==> config.mk <==
export PLATFORM = sky130hd
export DESIGN_NAME = reflector
export DESIGN_NICKNAME = d
export VERILOG_FILES = /design/src/common/ray_pkg.sv /design/src/send_reflect/reflector.sv
export SDC_FILE = /design/constraint.sdc
export NUM_CORES = 2
export LEC_CHECK = 0
export ABC_AREA = 1
export ABC_CLOCK_PERIOD_IN_PS = 9020
export BUFFER_PORTS_ARGS = -buffer_cell sky130_fd_sc_hd__buf_4
export CORE_MARGIN = 2
export CORE_UTILIZATION = 30
export CTS_CLUSTER_DIAMETER = 50
export CTS_CLUSTER_SIZE = 14
export DETAILED_ROUTE_END_ITERATION = 8
export HOLD_SLACK_MARGIN = 0.08
export REMOVE_ABC_BUFFERS = 1
export SLEW_MARGIN = 5
export SYNTH_ARGS = -nofsm -noshare
export SYNTH_HDL_FRONTEND = slang
export SYNTH_SLANG_ARGS = --single-unit
==> constraint.sdc <==
create_clock -name clk -period 9.02 [get_ports clk]
set_input_delay 1.353 -clock clk [delete_from_list [all_inputs] [get_ports clk]]
set_output_delay 1.353 -clock clk [all_outputs]
set_load 0.03 [all_outputs]
==> src/common/ray_pkg.sv <==
package ray_pkg;

	localparam int frac_bits = 14; // fraction bits of coord_t.

	// one signed q2.14 component.
	typedef logic signed [15:0] coord_t;

	typedef logic [7:0] ray_id_t;

	typedef struct packed {
		coord_t x;
		coord_t y;
		coord_t z;
	} vector_t;

	// hit record from the intersection stage.
	typedef struct packed {
		ray_id_t ray_id;
		vector_t p_int;  // intersection point.
		vector_t normal;
		vector_t dir;    // incoming direction.
	} hit_t;

	// ray handed on to the next intersection pass.
	typedef struct packed {
		ray_id_t ray_id;
		vector_t origin;
		vector_t dir;
		logic    is_shadow;
	} ray_t;

endpackage : ray_pkg

==> src/send_reflect/reflector.sv <==
`timescale 1ns/1ns

module reflector (
	input  logic             clk,
	input  logic             arst_n,
	input  ray_pkg::vector_t normal,
	input  ray_pkg::vector_t dir,
	output ray_pkg::vector_t reflected
);

	logic signed [31:0] prod_x, prod_y, prod_z;
	logic signed [33:0] dot_sum;
	logic signed [33:0] dot;
	logic signed [49:0] twice_x, twice_y, twice_z;
	ray_pkg::vector_t   normal_1, normal_2;
	ray_pkg::vector_t   dir_1, dir_2;

	// dot product sum before scaling.
	always_comb begin
		dot_sum = prod_x + prod_y + prod_z;
	end

	// twice the projection on the normal.
	always_comb begin
		twice_x = (dot * normal_2.x) >>> (ray_pkg::frac_bits - 1);
		twice_y = (dot * normal_2.y) >>> (ray_pkg::frac_bits - 1);
		twice_z = (dot * normal_2.z) >>> (ray_pkg::frac_bits - 1);
	end

	always_ff @(posedge clk or negedge arst_n) begin
		if (!arst_n) begin
			prod_x    <= '0;
			prod_y    <= '0;
			prod_z    <= '0;
			normal_1  <= '0;
			dir_1     <= '0;
			dot       <= '0;
			normal_2  <= '0;
			dir_2     <= '0;
			reflected <= '0;
		end else begin
			// stage 1.
			prod_x   <= normal.x * dir.x;
			prod_y   <= normal.y * dir.y;
			prod_z   <= normal.z * dir.z;
			normal_1 <= normal;
			dir_1    <= dir;
			// stage 2.
			dot      <= dot_sum >>> ray_pkg::frac_bits;
			normal_2 <= normal_1;
			dir_2    <= dir_1;
			// stage 3, wraps to 16 bits.
			reflected.x <= ray_pkg::coord_t'(dir_2.x - twice_x);
			reflected.y <= ray_pkg::coord_t'(dir_2.y - twice_y);
			reflected.z <= ray_pkg::coord_t'(dir_2.z - twice_z);
		end
	end

endmodule : reflector

==> results.cfg <==
[outcome]
status = finished, final reports clean

[placement]
portBuffers = 145
routabilityCongestion = 0.911
hpwlAfterDp_um = 157000

[logic_synthesis]
syn_area_per_cell_um2 = 8.43
synth_flop_cell = dfrtp_1
async_flop_share_pct = 100
synth-edff-count = 0
synth_cell_types = 55
synth_seq_area_share_pct = 12.0
synth_area_um2 = 74100
yosysWarnings = 0
synthCells = 8791
synth_seq_cells = 356

[timing]
skew_ps = 47.8
fin_crit_ps = 7580
setup_viol = 0
rsz0062_at_grt = false
finalSetupTns_ps = 0
maxSlewHeadroom_pct = 23.9
drv_slew = 0
fmax_mhz = 132
period_share_pct = 84.0
worst_pin_slew_ps = 1140
hold_viol_final = 0

[floorplanning]
die_y_um = 501
ios = 146
coreArea_um2 = 246000
die_area_um2 = 251000
start_util_pct = 30.1
row_count = 182
dieWidth_um = 501

[final_layout]
layout.nets = 10900
multi_input_area_um2 = 53900
register_area_um2 = 8930
area_growth_pct = 7.52
layout_common_cells = inv_1 (2,645), nand2_1 (2,119), fa_1 (1,579), ha_1 (560), dfrtp_1 (341)
fillers = 25700
mostFrequentLayoutCell = inv_1
drive_gt1_share_pct = 4.21

[clock_network]
cts-buffers-inserted = 41
cts_resized = 0
cts_root_buffer = clkbuf_16
cts_hold_buf = 0
post-cts-setup-buffer-count = 0
clock_latency_ps = 600
path_clk_slew_ps = 60
cts_tree = built
htreeDepth = 2
clk_path_buf_depth = 3
clock-sinks = 356

[min_path]
min_to = normal_2[26]$_DFF_PN0_
hold_class = flip-flop to flip-flop
hold_depth = 0
worstHoldStart = normal_1[26]$_DFF_PN0_

[run]
drv_cap = 0

[drt]
vias = 53500
drc = 0
firstDrtPassIters = 6
drt-initial-drc-count = 2815
wl_um = 191000
routedWlPerCell_um = 16.0
avgViaCountPerCell = 4.47
ant_nets = 0

[critical_path]
crit_top_cell = nand2_1
crit_arrival_ps = 8070
slowest_delay_ps = 1110
cp-end-kind = flip-flop
required_ps = 9510
critical_path_class = flip-flop to flip-flop
r2r-start = dot[12]$_DFF_PN0_
r2r_end = reflected[28]$_DFF_PN0_
cp_slowest_cell = dfrtp_2
cp-start-kind = flip-flop
path_max_fanout = 41
rrSetupSlack_ps = 1440
reg2reg_depth = 32

[grt]
grt_start_max_net_pins = 128
grt_first_pass_wirelength_um = 316000
antenna_found_initial = 22
grt_overflow_total = 0
track_usage_pct = 15.8
grt_pass1_vias = 58400
## area by class of cell
cell class                 count  share of cell area, %
sequential                   356                   11.2
inverter                    2658                   12.5
antenna                       14                 0.0440
timing repair buffer         183                   1.77
multi-input combinational   5451                   67.7
tap                         3220                   5.06
clock buffer                  50                   1.38
clock inverter                18                  0.350
## how the worst max path moves through the flow
stage / from / end / slack (ps) / cells after the start
floorplan: dot[10]$_DFF_PN0_ / reflected[44]$_DFF_PN0_ / 1920 / 31
global placement: dot[12]$_DFF_PN0_ / reflected[28]$_DFF_PN0_ / 1550 / 31
detailed placement: dot[12]$_DFF_PN0_ / reflected[28]$_DFF_PN0_ / 1450 / 32
CTS: dot[12]$_DFF_PN0_ / reflected[28]$_DFF_PN0_ / 1480 / 32
global route: dot[12]$_DFF_PN0_ / reflected[28]$_DFF_PN0_ / 950 / 32
finish: dot[12]$_DFF_PN0_ / reflected[28]$_DFF_PN0_ / 1440 / 32
## flip-flops by register name, summed over array words and instances (netlist names)
register	cells
dir_1	48
dir_2	48
dot	20
normal_1	48
normal_2	48
prod_x	32
prod_y	32
prod_z	32
reflected	48
## through the flow
step | setup slack [ps] | hold WS (ps) | std cells | cell area, um^2 | utilization, %
2_1_floorplan | 1920 | 331 | 8465 | 72800 | -
3_3_place_gp | 1550 | 332 | 11900 | 78200 | 31.8
3_5_place_dp | 1450 | 335 | 11900 | 78200 | 31.8
4_1_cts | 1480 | 290 | 11900 | 79600 | 32.4
5_1_grt | 949 | 290 | 11900 | 79600 | 32.4
6_report | 1440 | 297 | 12000 | 79600 | 32.4
## cell families (layout without fill, tap and decap cells)
| family | after synthesis | after routing | share of synthesized area (%) |
|---|---|---|---|
| AND/OR/NAND/NOR | 2573 | 2573 | 13.8 |
| AO/OA/AOI/OAI | 500 | 500 | 3.92 |
| flip-flops | 356 | 356 | 12.0 |
| XOR/XNOR | 239 | 239 | 2.88 |
| adder cells (fa/ha/maj) | 2139 | 2139 | 52.1 |
| buffers and inverters | 2984 | 2909 | 15.2 |
| other | 0 | 14 | 0 |
## critical path: cells and delay by family, from the launching register on
kind / cells / cell delay [ps]
DFF: 1 / 1110
adders and majority gates: 8 / 3750
xor gates and xnor gates: 1 / 150
and+or+nand+nor: 14 / 1500
buffers and inverters: 5 / 310
AOI/OAI and AO/OA: 4 / 640
## synth_stat cells, types with 5 or more instances
cell	n	area (um^2)
o21bai_1	16	120
o211ai_1	10	75.1
a211oi_1	6	45.0
a221oi_1	8	70.1
o21ai_0	106	531
a21oi_2	9	78.8
nand2_2	15	93.8
a31oi_1	28	175
buf_4	9	67.6
fa_1	1579	31600
nand3_1	108	541
xnor2_1	105	920
nand4_1	30	188
clkbuf_1	258	968
ha_1	560	7010
buf_1	41	154
a21boi_0	6	45.0
nor4_1	7	43.8
buf_2	15	75.1
nor2_1	181	679
nand2_1	2119	7950
inv_2	5	18.8
a21oi_1	235	1180
dfrtp_1	356	8910
o21a_1	13	97.6
o21ai_2	6	52.6
nor3_1	29	145
o21ai_1	12	60.1
nand3b_1	12	90.1
or2_2	48	300
inv_1	2645	9930
nand3_2	6	60.1
a21o_1	24	180
xor2_1	129	1130
clkinv_1	7	26.3
or2_1	6	37.5
## per-layer routing
metal / wire length, um / vias up / part of all wire, % / GRT usage [%]
met2: 96600 / 1212 / 50 / 28.2
met4: 6650 / 2 / 3.5 / 5.36
met3: 8520 / 264 / 4.4 / 1.42
met1: 79700 / 27300 / 42 / 20.0
met5: 13 / - / 0.0068 / 0
li1: - / 24700 / - / -
Power is not shown: default switching activity piles up to over one toggle a cycle in this logic, so the estimate is an artifact.
