**src/common/ray_pkg.sv**
```systemverilog
package ray_pkg;

	localparam int frac_bits = 14; // fraction bits of coord_t.

	// one signed q2.14 component.
	typedef logic signed [15:0] coord_t;

	typedef logic [7:0] ray_id_t;

	typedef struct packed {
		coord_t x;
		coord_t y;
		coord_t z;
	} vector_t;

	// hit record from the intersection stage.
	typedef struct packed {
		ray_id_t ray_id;
		vector_t p_int;  // intersection point.
		vector_t normal;
		vector_t dir;    // incoming direction.
	} hit_t;

	// ray handed on to the next intersection pass.
	typedef struct packed {
		ray_id_t ray_id;
		vector_t origin;
		vector_t dir;
		logic    is_shadow;
	} ray_t;

endpackage : ray_pkg

```
**src/common/pipe_pkg.sv**
```systemverilog
package pipe_pkg;

	localparam int reflect_latency = 3; // reflector stages.
	localparam int fifo_depth = 8;

	// free slots of the output fifo, up to fifo_depth.
	typedef logic [3:0] count_t;

	// fields that ride beside the reflector.
	typedef struct packed {
		ray_pkg::ray_id_t ray_id;
		ray_pkg::vector_t p_int;
	} side_t;

endpackage : pipe_pkg

```
**src/send_reflect/ray_delay_line.sv**
```systemverilog
`timescale 1ns/1ns

module ray_delay_line (
	input  logic             clk,
	input  logic             arst_n,
	input  logic             us_valid,
	input  pipe_pkg::side_t  us_data,
	output logic             us_stall,
	output logic             ds_valid,
	output pipe_pkg::side_t  ds_data,
	input  pipe_pkg::count_t free_slots
);

	logic [pipe_pkg::reflect_latency-1:0] valid_q;
	pipe_pkg::side_t                      data_q [pipe_pkg::reflect_latency];
	pipe_pkg::count_t                     in_flight;
	logic                                 accept;

	// entries that still owe a fifo write.
	always_comb begin
		in_flight = '0;
		for (int i = 0; i < pipe_pkg::reflect_latency; i++) begin
			in_flight = in_flight + pipe_pkg::count_t'(valid_q[i]);
		end
	end

	// admit only when every entry in flight keeps a slot.
	assign us_stall = (free_slots <= in_flight);
	assign accept   = us_valid && !us_stall;

	always_ff @(posedge clk or negedge arst_n) begin
		if (!arst_n) begin
			valid_q <= '0;
		end else begin
			valid_q <= {valid_q[pipe_pkg::reflect_latency-2:0], accept};
		end
	end

	// payload shifts beside valid_q.
	always_ff @(posedge clk) begin
		data_q[0] <= us_data;
		for (int i = 1; i < pipe_pkg::reflect_latency; i++) begin
			data_q[i] <= data_q[i-1];
		end
	end

	assign ds_valid = valid_q[pipe_pkg::reflect_latency-1]; // lines up with reflector output.
	assign ds_data  = data_q[pipe_pkg::reflect_latency-1];

endmodule : ray_delay_line

```
**config.mk**
```make
export PLATFORM = sky130hd
export DESIGN_NAME = ray_delay_line
export DESIGN_NICKNAME = d
export VERILOG_FILES = /design/src/common/ray_pkg.sv /design/src/common/pipe_pkg.sv /design/src/send_reflect/ray_delay_line.sv
export SDC_FILE = /design/constraint.sdc
export NUM_CORES = 1
export LEC_CHECK = 0
export BUFFER_PORTS_ARGS = -buffer_cell sky130_fd_sc_hd__buf_2
export CAP_MARGIN = 20
export CELL_PAD_IN_SITES_DETAIL_PLACEMENT = 0
export CELL_PAD_IN_SITES_GLOBAL_PLACEMENT = 1
export CORE_MARGIN = 3
export CORE_UTILIZATION = 42
export DETAILED_ROUTE_END_ITERATION = 10
export GPL_TIMING_DRIVEN = 0
export PLACE_DENSITY = 0.85
export SYNTH_ARGS = -nofsm -noshare
export SYNTH_HDL_FRONTEND = slang
export SYNTH_SLANG_ARGS = --single-unit
```
**constraint.sdc**
```tcl
create_clock -name clk -period 4.9 [get_ports clk]
set_clock_uncertainty 0.05 [all_clocks]
set_input_delay 0.735 -clock clk [delete_from_list [all_inputs] [get_ports clk]]
set_output_delay 0.735 -clock clk [all_outputs]
set_load 0.05 [all_outputs]
```
==> results.md <==
* Run status: finished, final reports clean
* Critical Path RT at 4.12 ns
* Nets@finish at 442
* Detail Placement HPWL at 3.76 mm
* Initial antenna violation count at 0
* Die Area at 10600 um2
* EDFF count, synth at 0
* Clock Path Buffers at 2
* Tmin final at 3.08 ns
* Post-Synth XOR/XNOR Area at 0%
* Post-place setup slack at 2.32 ns
* # hold bufs at CTS at 1
* Synth warnings at 0
* Fmax at 0.325 GHz
* Diode count at 0
* CTS tree: built
* HP Class: reg2reg
* CTS buffer count at 17
* Cells resized by post-CTS repair at 0
* Post-synthesis mux area share at 0%
* Crit Path Max Fanout at 2
* Post-Route WL at 5.30 mm
* Synth cell types at 10
* Post-Synth Simple-Gate Area at 0.286%
* Max-slew headroom at 81.8%
* Power Total at 2.90 mW
* Vias per cell at 3.69
* Syn Area/Cell at 16.7 um2
* Routability cong. at 0.662
* R2R depth at 6
* PortBufs at 120
* Largest net degree at the start of global routing at 17
* H-tree Lvls at 4
* Final Util at 58.8%
* Post-synth ARST share at 1.75%
* Routed via count at 1829
* Period utilization at 62.8%
* Fin worst setup slack at 1.82 ns
* Crit path from: valid_q[2]$_DFF_PN0_
* Reg2reg start: valid_q[2]$_DFF_PN0_
* Skew-Pair Late Insertion Delay at 0.50 ns
* Vias in the first global route at 1815
* GRT Total Usage at 11.0%
* Die extent in x at 103 um
* Startpoint type of the worst setup path: flip-flop
* Total grt overflow at 0
* # rows at 34
* Synth top area share at 85.4%
* Worst Setup Path Type: reg2out
* Ys flop type: dfxtp_1
* I/O pins at 121
* Die Ht at 103 um
* Initial core utilization at 44.1%
* Clk sinks at 171
* Setup TNS at 0 ns
* Top cells by area, synth: dfxtp_1, buf_4, dfrtp_1
* Post-DRT Antenna Nets at 0
* Worst VDD drop at 0.381 mV
* Complex-gate fraction of the synthesized area at 0.445%
* CTS clk-pin slew, worst paths at 0.07 ns
* DR iter-0 viols at 16
* Synth cell count leaders: dfxtp_1, buf_4, dfrtp_1
* Pins Over Slew Limit at 0
* Synth Net Count at 302
* Worst setup EP type: output port
* Area Growth Syn to Fin at 33.2%
* RR Endpoint: valid_q[0]$_DFF_PN0_
* Setup-failing EPs final at 0
* P per Cell Area at 553 nW/um2
* Largest family of logic cells by synthesized area: buffers and inverters
* Synth Cell Area at 3940 um2
* CTS root buf: clkbuf_8
* Setup slack, reg-to-reg at 3.11 ns
* Most numerous cell in the Yosys netlist: dfxtp_1
* Residual DRC count at 0
* Layout cells sized above 1 at 53.1%
* Arrival @ worst endpoint at 2.29 ns
* Leakage at 2.50 nW
* Synth Register Bits at 171
* Final Hold Fails at 0
* Synth Area in Adders at 1.14%
* Area leader, netlist: dfxtp_1
* WL per Instance at 10.7 um
* First-pass GRT wire length at 8.20 mm
* TritonRoute pass-1 iters at 4
* Filler instances at 722
* Core ar. at 8930 um2
* Max Cap Violations at 0
* Critical Path Sink: us_stall
* Synth Instances at 236
* RSZ-0062 raised after global routing: false
* Seq/Total Area, Yosys at 87.3%
* Slew @ Worst Pin at 0.273 ns
* Post-CTS Setup Inserts at 0
layout make-up:
cell class                      count  area [um2]  share of cell area, %
Timing Repair Buffer              121         611                   11.6
Tap cell                          108         135                   2.57
Multi-Input combinational cell      7        73.8                   1.41
Sequential cell                   171        3440                   65.5
Clock buffer                       20         457                   8.70
Buffer                             56         420                   8.01
Inverter                            2        7.51                  0.143
Clock inverter                     11         108                   2.05
flip-flops by register name, indices dropped and copies added (netlist names):
signal   flops
valid_q      3
data_q     168
cell families (layout without fill, tap and decap cells):
family	Yosys count	in the layout
flops	171	171
buf+inv	58	210
fa+ha+maj	3	3
compound gates	2	2
simple gates	2	2
report_power, final:
group | internal [mW] | total, mW | switching [mW]
Combinational | 0.0687 | 0.189 | 0.120
Sequential | 1.47 | 1.48 | 0.0177
Clock | 0.721 | 1.23 | 0.509
Total | 2.26 | 2.90 | 0.647
per-stage QoR:
stage / hold slack [ns] / instances / instance area [um2]
floorplan: 0.260 / 236 / 3940
global placement: 0.260 / 464 / 4680
detailed placement: 0.262 / 464 / 4680
CTS: 0.249 / 496 / 5250
global route: 0.238 / 496 / 5250
finish: 0.270 / 496 / 5250
worst min path at each step:
stage	from	end	slack [ns]	cells past startpoint
after floorplan	data_q[0][44]$_DFF_P_	data_q[0][100]$_DFF_P_	0.26	0
after global placement	data_q[0][102]$_DFF_P_	data_q[0][158]$_DFF_P_	0.26	0
after detailed placement	data_q[0][45]$_DFF_P_	data_q[0][101]$_DFF_P_	0.26	0
after CTS	us_data[15]	data_q[0][15]$_DFF_P_	0.25	1
after global routing	us_data[48]	data_q[0][48]$_DFF_P_	0.24	1
final	data_q[0][71]$_DFF_P_	data_q[0][127]$_DFF_P_	0.27	0
per-layer routing:
metal | vias to the layer above | GRT usage (%) | routed length (um)
met3 | 2 | 7.78 | 616
met5 | - | 0 | 0
li1 | 952 | - | -
met2 | 82 | 17.4 | 2620
met1 | 793 | 10.6 | 2040
met4 | 0 | 5.98 | 23
cells in the final DEF, fill, tap and decap left out:
cell type | netlist | routed
clkbuf_1 | 0 | 1
clkinvlp_4 | 0 | 5
clkbuf_8 | 0 | 2
a2bb2oi_1 | 1 | 1
inv_6 | 0 | 4
dfxtp_1 | 168 | 168
inv_1 | 2 | 2
clkbuf_16 | 0 | 17
fa_1 | 1 | 1
dfrtp_1 | 3 | 3
dlygate4sd3_1 | 0 | 1
nor2b_1 | 1 | 1
o31a_1 | 1 | 1
buf_2 | 0 | 120
nor3_1 | 1 | 1
buf_4 | 56 | 56
clkinv_2 | 0 | 1
bufinv_16 | 0 | 1
ha_1 | 2 | 2
worst max-delay path, stage by stage (launching register included):
cell,delay [ns]
dfrtp_1,0.40
fa_1,0.42
inv_1,0.07
ha_1,0.23
nor2b_1,0.13
a2bb2oi_1,0.13
nor3_1,0.11
buf_2,0.28
Note: power is estimated with default switching activity, not from simulation.
