$ cat config.mk
export PLATFORM = sky130hd
export DESIGN_NAME = ray_fifo
export DESIGN_NICKNAME = d
export VERILOG_FILES = /design/src/common/ray_pkg.sv /design/src/common/pipe_pkg.sv /design/src/send_reflect/ray_fifo.sv
export SDC_FILE = /design/constraint.sdc
export NUM_CORES = 1
export LEC_CHECK = 0
export BUFFER_PORTS_ARGS = -buffer_cell sky130_fd_sc_hd__buf_2
export CORE_ASPECT_RATIO = 0.9
export CORE_MARGIN = 10
export CORE_UTILIZATION = 59
export DETAILED_ROUTE_END_ITERATION = 8
export GPL_TIMING_DRIVEN = 0
export PLACE_DENSITY = 0.9
export SKIP_CTS_REPAIR_TIMING = 1
export SLEW_MARGIN = 20
export SYNTH_ARGS = -nofsm -noshare
export SYNTH_HDL_FRONTEND = slang
export SYNTH_SLANG_ARGS = --single-unit
$ cat constraint.sdc
create_clock -name clk -period 3.2 [get_ports clk]
set_input_delay 0.64 -clock clk [delete_from_list [all_inputs] [get_ports clk]]
set_output_delay 0.64 -clock clk [all_outputs]
set_load 0.05 [all_outputs]
$ cat src/common/ray_pkg.sv
package ray_pkg;

	localparam int frac_bits = 14; // fraction bits of coord_t.

	// one signed q2.14 component.
	typedef logic signed [15:0] coord_t;

	typedef logic [7:0] ray_id_t;

	typedef struct packed {
		coord_t x;
		coord_t y;
		coord_t z;
	} vector_t;

	// hit record from the intersection stage.
	typedef struct packed {
		ray_id_t ray_id;
		vector_t p_int;  // intersection point.
		vector_t normal;
		vector_t dir;    // incoming direction.
	} hit_t;

	// ray handed on to the next intersection pass.
	typedef struct packed {
		ray_id_t ray_id;
		vector_t origin;
		vector_t dir;
		logic    is_shadow;
	} ray_t;

endpackage : ray_pkg

$ cat src/common/pipe_pkg.sv
package pipe_pkg;

	localparam int reflect_latency = 3; // reflector stages.
	localparam int fifo_depth = 8;

	// free slots of the output fifo, up to fifo_depth.
	typedef logic [3:0] count_t;

	// fields that ride beside the reflector.
	typedef struct packed {
		ray_pkg::ray_id_t ray_id;
		ray_pkg::vector_t p_int;
	} side_t;

endpackage : pipe_pkg

$ cat src/send_reflect/ray_fifo.sv
`timescale 1ns/1ns

module ray_fifo #(
	parameter int width = 8,
	parameter int depth = pipe_pkg::fifo_depth
) (
	input  logic             clk,
	input  logic             arst_n,
	input  logic [width-1:0] data_in,
	input  logic             we,
	input  logic             re,
	output logic             full,
	output logic             empty,
	output pipe_pkg::count_t free_slots,
	output logic [width-1:0] data_out
);

	logic [width-1:0]         mem [depth];
	logic [$clog2(depth)-1:0] wr_ptr, rd_ptr;
	pipe_pkg::count_t         count;
	logic                     wr_en, rd_en;

	// wraps for any depth.
	function automatic logic [$clog2(depth)-1:0] next_ptr(
		input logic [$clog2(depth)-1:0] ptr
	);
		if (ptr == $clog2(depth)'(depth - 1)) begin
			return '0;
		end
		return ptr + 1'b1;
	endfunction

	assign full       = (count == pipe_pkg::count_t'(depth));
	assign empty      = (count == '0);
	assign free_slots = pipe_pkg::count_t'(depth) - count;

	assign wr_en = we && !full;
	assign rd_en = re && !empty;

	always_ff @(posedge clk or negedge arst_n) begin
		if (!arst_n) begin
			wr_ptr <= '0;
			rd_ptr <= '0;
			count  <= '0;
		end else begin
			if (wr_en) begin
				wr_ptr <= next_ptr(wr_ptr);
			end
			if (rd_en) begin
				rd_ptr <= next_ptr(rd_ptr);
			end
			// read and write together keep the count.
			if (wr_en && !rd_en) begin
				count <= count + 1'b1;
			end else if (rd_en && !wr_en) begin
				count <= count - 1'b1;
			end
		end
	end

	always_ff @(posedge clk) begin
		if (wr_en) begin
			mem[wr_ptr] <= data_in;
		end
	end

	assign data_out = mem[rd_ptr]; // head entry, fall-through.

endmodule : ray_fifo

==> results of run 1 <==
[cells by family after synthesis]
logic type,synth area share
AO/OA/AOI/OAI,0.0145
XOR/XNOR,0.0110
adder cells (fa/ha/maj),0.0376
buffers and inverters,0.0243
flip-flops,0.680
multiplexers,0.188
AND/OR/NAND/NOR,0.0447
[area by class of cell]
type                            instances  share of cell area
Buffer                                  8              0.0161
Clock buffer                            9              0.0340
Clock inverter                          7              0.0230
Inverter                                5             0.00515
Multi-Input combinational cell         80               0.266
Sequential cell                        74               0.596
Tap cell                               67              0.0230
Timing Repair Buffer                   26              0.0364
[worst max path at each step]
stage	start	endpoint	slack [ps]	cells past startpoint
2_1_floorplan	count[0]	count[3]	680	11
3_3_place_gp	count[0]	mem[0][0]	50	5
3_5_place_dp	count[0]	count[3]	270	11
4_1_cts	rd_ptr[1]	data_out[3]	210	5
5_1_grt	count[0]	count[3]	100	11
6_report	count[0]	count[3]	230	11
[synthesized netlist by cell type, types with 2 or more instances]
master / number
dfrtp_1: 10
nor2_1: 6
nand3b_1: 2
inv_1: 5
xnor2_1: 3
a21oi_1: 2
ha_1: 8
mux2_4: 8
mux2_2: 7
o211ai_1: 2
nand2_1: 4
nand3_1: 3
mux4_2: 8
nor3_1: 6
nand2b_1: 3
clkbuf_1: 3
edfxtp_1: 64
mux4_1: 8
[layer usage]
metal / up-vias / GRT usage
met3: 10 / 0.0536
met5: - / 0
met1: 824 / 0.165
met2: 42 / 0.230
li1: 743 / -
met4: 0 / 0.0472
[flip-flops by register name (all words and copies together) (netlist names)]
register  cells
mem          64
wr_ptr        3
count         4
rd_ptr        3
[where the power goes]
part           switching, mW  total (mW)  internal, mW
Clock                  0.316       0.746         0.430
Combinational           1.07        1.76         0.694
Sequential             0.125        1.37          1.25
[worst reg2reg max path: cells and delay by family, from the launching register on]
kind                     cells  cell delay, ps
flip-flops                   1             530
AND/OR/NAND/NOR              3             890
adder cells (fa/ha/maj)      3             870
buffers and inverters        3             340
AO/OA/AOI/OAI                2             210
[through the flow]
| step | hold WS, ps | area [µm²] | worst slack, ps |
|---|---|---|---|
| detailed placement | 510 | 3440 | 275 |
| CTS | 134 | 3640 | 213 |
| floorplan | 344 | 3190 | 679 |
| global placement | 510 | 3400 | 49.6 |
| global route | 135 | 3640 | 95.6 |
| finish | 143 | 3640 | 225 |
==> flow_summary.ini, run 1 <==
[run_status]
status = finished, final reports clean

[sta]
slew_violations = 0
setup_viol = 0
relSlewSlack = 0.367
clock.fmax_mhz = 336
skew_ps = 6.93
finalCritPeriodShare = 0.930
finalCriticalPeriod_ps = 2970
tightest_slew_ps = 946
rsz0062_at_grt = false
fin_setup_tns_ps = 0
finalHoldViolCount = 0

[placement]
dp.cells = 260
io_buffers = 25
place_congestion = 0.757
hpwl_um = 3860

[yosys]
synth-seq-cells = 74
synth.avg_cell_area_um2 = 19.1
synthTopCellsByArea = edfxtp_1 60%, dfrtp_1 7.8%, mux4_1 6.6%
synthCells = 167
synthDominantCellAreaShare = 0.602
syn-num-nets = 188
ys.flop_type = edfxtp_1
async_reset_ff_frac = 0.135
syn_area_um2 = 3190
synth_top_area_cell = edfxtp_1
synth_edf_count = 64
netlist-cell-type-count = 33
synth.yosys.seq_area_share = 0.680
yosysWarnings = 0

[final_layout]
layout_commonest_cell = edfxtp_1
area_growth_syn_to_layout_pct = 14.1
fin_util = 0.693
fillerInstances = 338
antenna_cells = 0
final_cell_mix = 64 x edfxtp_1, 26 x buf_2, 10 x dfrtp_1
multi_input_area_um2 = 970
drive_gt1_frac = 0.349
final_cells = 276
seqCellArea_um2 = 2170
nets = 225

[die]
row_count = 25
dieArea_um2 = 8760
fp.dieH_um = 89.8
io_pins = 26
core_area_um2 = 5260
initial_core_util = 0.608
die_w_um = 97.5

[global_route]
grt.overflow.total = 0
grt_pass1_wl_um = 9390
track_usage = 0.140
grt_pass1_vias = 1712
antenna_found_initial = 0
grt_start_max_net_pins = 13

[power]
powerDensity_nw_per_um2 = 1070
finalPower_mw = 3.88
leakage_nw = 1.35
peakVddDrop_v = 0.000626

[drt]
highest_layer = met4
viasPerCell = 5.87
dr.first_iter.drc_count = 63
drtPass1Iterations = 4
finalWirelength_um = 5760
wl_met1_um = 2360
wl_met2_um = 3010
vias = 1619
routedWlPerCell_um = 20.9
drc = 0
drtAntennaViolNets = 0
met3_length_um = 325

[critical_path]
critPathTopFamily = simple AND/OR/NAND/NOR gates
cpPeakStageDelay_ps = 530
cp_cell_sequence = inv_1, ha_1, nand3b_1, nand2_1, inv_1, ha_1, inv_1, ha_1, or4_1, o211ai_1, o211ai_1
cp.arrival_ps = 3190
rr_endpoint = count[3]
crit_required_ps = 3420
path_max_fanout = 8
critPathLaunchType = register
r2r-start = count[0]
rrSetupSlack_ps = 230
critical_path_class = reg -> reg
r2r_cells = 11
crit_slowest_cell = dfrtp_1
critPathBufInv = 3
crit_path_end_kind = register

[clocking]
h-tree-depth = 3
cts_tree = built
cts_buffers = 9
clock-sinks = 74
cts_buffer_depth = 2
clk_latency_ps = 340
clk_transition_reported_paths_ps = 70
root_buffer = clkbuf_8

[hold_path]
worstHoldPathType = in -> async

[flow_run]
maxCapViolCount = 0
Power figures use the tool's default switching activity.
==> inputs of run 2 (changes only) <==
Settings changed: CORE_ASPECT_RATIO 0.9 to 1.4.
==> flow_summary.ini, run 2 (same netlist as run 1, synthesis figures left out) <==
[placement]
hpwl_um = 4010
io_buffers = 25
postPlaceCellArea_um2 = 3440
place_congestion = 0.772

[run_status]
status = finished, final reports clean

[global_route]
grt.overflow.total = 0
grt_pass1_wl_um = 9300
grt_pass1_vias = 1785
antenna_found_initial = 0
track_usage = 0.142
grt_start_max_net_pins = 13

[sta]
finalHoldViolCount = 0
setup_viol = 0
tightest_slew_ps = 922
fin_setup_tns_ps = 0
skew_ps = 5.49
finalCritPeriodShare = 0.917
clock.fmax_mhz = 341
rsz0062_at_grt = false
relSlewSlack = 0.383
slew_violations = 0
finalCriticalPeriod_ps = 2930

[final_layout]
area_growth_syn_to_layout_pct = 12.9
drive_gt1_frac = 0.343
antenna_cells = 0
top_register = mem
layout_commonest_cell = edfxtp_1
seqCellArea_um2 = 2170
fillerInstances = 346
top_regs = mem x64, count x4
stdcell_area_um2 = 3600
multi_input_area_um2 = 970
largest_reg_flops = 64
nets = 226
final_cell_mix = 64 x edfxtp_1, 26 x buf_2, 10 x dfrtp_1

[power]
p_clk_frac = 0.157
leakage_nw = 1.32
intPower_mw = 2.22
p_switching_mw = 1.51
seqPwrFrac = 0.366
combPwrFrac = 0.477
finalPower_mw = 3.73
powerDensity_nw_per_um2 = 1040
swShare = 0.405
peakVddDrop_v = 0.00118

[clocking]
clk_latency_ps = 330
root_buffer = clkbuf_8
clk_transition_reported_paths_ps = 70
h-tree-depth = 3
clock-sinks = 74
cts_tree = built
cts_buffers = 9
cts_buffer_depth = 2

[critical_path]
cpPeakStageDelay_ps = 500
crit_path_end_kind = register
crit_slowest_cell = or4_1
crit_required_ps = 3410
cp_num_cells = 11
r2r_cells = 11
cp.arrival_ps = 3150
cp_cell_sequence = inv_1, ha_1, nand3b_1, nand2_1, inv_1, ha_1, inv_1, ha_1, or4_1, o211ai_1, o211ai_1
path_max_fanout = 8
rrSetupSlack_ps = 270
critPathBufInv = 3
rr_endpoint = count[3]
critical_path_class = reg -> reg
crit_path_start = count[0]
r2r-start = count[0]
critPathTopFamily = adder cells
critPathLaunchType = register

[drt]
dr.first_iter.drc_count = 169
viasPerCell = 5.95
drtAntennaViolNets = 0
finalWirelength_um = 5710
drc = 0
drtPass1Iterations = 4
vias = 1642
routedWlPerCell_um = 20.7

[die]
initial_core_util = 0.614
fp.dieH_um = 107
dieArea_um2 = 8800
die_w_um = 82.2
io_pins = 26
row_count = 31
core_area_um2 = 5200

[flow_run]
maxCapViolCount = 0

[hold_path]
worstHoldPathType = in -> async
==> run 2: worst max-delay path by stage <==
stage / end / slack (ps)
after floorplan: count[3] / 680
after global placement: mem[0][6] / 150
after detailed placement: count[3] / 330
after CTS: data_out[6] / 250
after global routing: count[3] / 80
final: count[3] / 270
==> run 2: per-stage QoR <==
step           std cells  hold WS [ps]  utilization  worst slack (ps)
6_report             276           168        0.693               267
5_1_grt              276           157        0.693              80.5
4_1_cts              276           151        0.693               249
3_5_place_dp         260           520        0.662               331
3_3_place_gp         258           513        0.654               152
2_1_floorplan        167           344            -               679
==> run 2: final cells by class <==
cell class              instances  area share
flip-flops and latches         74       0.603
multi-input cells              80       0.269
repair buffers                 27      0.0389
clock buffers                  10      0.0354
well taps                      66      0.0229
plain buffers                   8      0.0163
clock inverters                 6     0.00937
inverters                       5     0.00521
==> run 2: worst reg2reg max path: stages, from the launching register on <==
cell and delay [ps]:
dfrtp_1 490, inv_1 80, ha_1 250, nand3b_1 140, nand2_1 240, inv_1 120, ha_1 260, inv_1 140
ha_1 370, or4_1 500, o211ai_1 120, o211ai_1 100
==> run 2: layer usage <==
metal | GRT usage | routed length [µm]
met3 | 0.0385 | 277
met5 | 0 | 0
met4 | 0.0634 | 110
met2 | 0.231 | 3060
met1 | 0.171 | 2270
==> run 2: power by group through the flow <==
stage / combinational [mW] / sequential (mW) / clock [mW]
2_1_floorplan: 1.44 / 1.34 / 0
3_3_place_gp: 1.72 / 1.36 / 0
3_5_place_dp: 1.80 / 1.39 / 0
4_1_cts: 1.80 / 1.37 / 0.599
5_1_grt: 1.90 / 1.39 / 0.638
6_report: 1.78 / 1.37 / 0.584
==> inputs of run 3 (changes only) <==
Settings changed: ABC_AREA set to 1, PLACE_DENSITY 0.9 to 0.89.
Clock period 3.2 ns to 3.1 ns, I/O delays scaled along.
==> flow_summary.ini, run 3 <==
[global_route]
grt_start_max_net_pins = 14
grt_pass1_wl_um = 11800
grt_pass1_vias = 2413
antenna_found_initial = 0
grt.overflow.total = 0
track_usage = 0.160

[yosys]
syn-num-nets = 388
synth_common_cells = 130 x nand2_1, 75 x nor2_1, 64 x edfxtp_1
synth_edf_count = 64
ys.flop_type = edfxtp_1
synth.yosys.seq_area_share = 0.629
netlist-cell-type-count = 21
synthDominantCellAreaShare = 0.557
synthCells = 367
synth_most_common_cell = nand2_1
synth-seq-cells = 74
synthTopCellsByArea = edfxtp_1 56%, nand2_1 14%, nor2_1 8.2%
async_reset_ff_frac = 0.135
syn_area_um2 = 3450
synth.avg_cell_area_um2 = 9.40
synth_top_area_cell = edfxtp_1
yosysWarnings = 0

[drt]
drtPass1Iterations = 5
drc = 0
dr.first_iter.drc_count = 267
drtAntennaViolNets = 0
viasPerCell = 5.28
vias = 2512
finalWirelength_um = 7430
routedWlPerCell_um = 15.6

[clocking]
cts_buffers = 9
clock-sinks = 74
h-tree-depth = 3
clk_transition_reported_paths_ps = 80
cts_tree = built
clk_latency_ps = 350
root_buffer = clkbuf_8
cts_buffer_depth = 2

[critical_path]
crit_required_ps = 2480
path_max_fanout = 10
crit_path_start = rd_ptr[2]
critPathLaunchType = register
cp.arrival_ps = 1900
critical_path_class = reg -> out
r2r-start = count[0]
crit_path_end_kind = output pin

[sta]
tightest_slew_ps = 919
fin_setup_tns_ps = 0
finalHoldViolCount = 0
finalCriticalPeriod_ps = 2520
slew_violations = 0
rsz0062_at_grt = false
setup_viol = 0
skew_ps = 11.4
clock.fmax_mhz = 396
relSlewSlack = 0.385
finalCritPeriodShare = 0.814

[final_layout]
drive_gt1_frac = 0.142
nets = 424
final_cell_mix = 130 x nand2_1, 75 x nor2_1, 64 x edfxtp_1
antenna_cells = 0
top_regs = mem x64, count x4
fillerInstances = 408
largest_reg_flops = 64
area_growth_syn_to_layout_pct = 12.4
top_register = mem
final_cells = 476
layout_commonest_cell = nand2_1

[die]
row_count = 32
core_area_um2 = 5610
initial_core_util = 0.616
io_pins = 26
fp.dieH_um = 110
die_w_um = 84.6
dieArea_um2 = 9350

[placement]
hpwl_um = 4990
place_congestion = 0.846
dp.cells = 460
io_buffers = 25

[power]
peakVddDrop_v = 0.00113
powerDensity_nw_per_um2 = 1100
leakage_nw = 1.79
finalPower_mw = 4.26

[run_status]
status = finished, final reports clean

[flow_run]
maxCapViolCount = 0

[hold_path]
worstHoldPathType = in -> async
## run 3: kinds of logic (layout without fill, tap and decap cells)
group / after synthesis / count (layout) / synth area share
flip-flops: 74 / 74 / 0.629
adder cells (fa/ha/maj): 9 / 9 / 0.0348
AO/OA/AOI/OAI: 10 / 10 / 0.0189
XOR/XNOR: 4 / 4 / 0.0102
buffers and inverters: 60 / 101 / 0.0758
AND/OR/NAND/NOR: 210 / 210 / 0.231
## run 3: where the power goes
group / total [mW] / switching (mW) / internal (mW)
combinational: 2.09 / 1.52 / 0.571
clock: 0.798 / 0.347 / 0.451
sequential: 1.37 / 0.0984 / 1.27
## run 3: final timing paths
kind / to / cells after the start / slack (ps)
max in group asynchronous: count[1] / 1 / 2760
min: wr_ptr[2] / 1 / 130
min reg2reg: wr_ptr[0] / 2 / 570
max: data_out[7] / 5 / 580
max reg2reg: count[3] / 12 / 660
min in group clk: mem[5][6] / 1 / 540
## run 3: final cells by class
cell class	instances	area [µm²]	area share
buffer	12	81.3	0.0210
clock buffer	9	124	0.0319
clock inverter	7	93.8	0.0242
inverter	48	180	0.0465
multi-input combinational	233	1020	0.262
sequential	74	2170	0.560
tap	68	85.1	0.0219
timing repair buffer	25	125	0.0323
## run 3: metrics by stage
| stage | setup slack (ps) | hold WS [ps] | util | cell area, µm² |
|---|---|---|---|---|
| final | 576 | 126 | 0.692 | 3880 |
| after global routing | 413 | 128 | 0.692 | 3880 |
| after CTS | 601 | 126 | 0.692 | 3880 |
| after detailed placement | 655 | 499 | 0.653 | 3660 |
| after global placement | 734 | 492 | 0.653 | 3660 |
| after floorplan | 886 | 324 | - | 3450 |
## run 3: critical path, stage by stage (launching register included)
cell and delay [ps]:
dfrtp_1 360, buf_1 440, inv_1 310, nand2_1 130, nand2_1 90, buf_2 230
## run 3: per-layer routing
layer / wire length [µm] / global-route usage / up-vias / share of wire
met4: 251 / 0.102 / 0 / 0.034
met2: 3840 / 0.267 / 114 / 0.52
met5: 0 / 0 / - / 0
met1: 2750 / 0.169 / 1164 / 0.37
met3: 594 / 0.0485 / 23 / 0.080
li1: - / - / 1211 / -
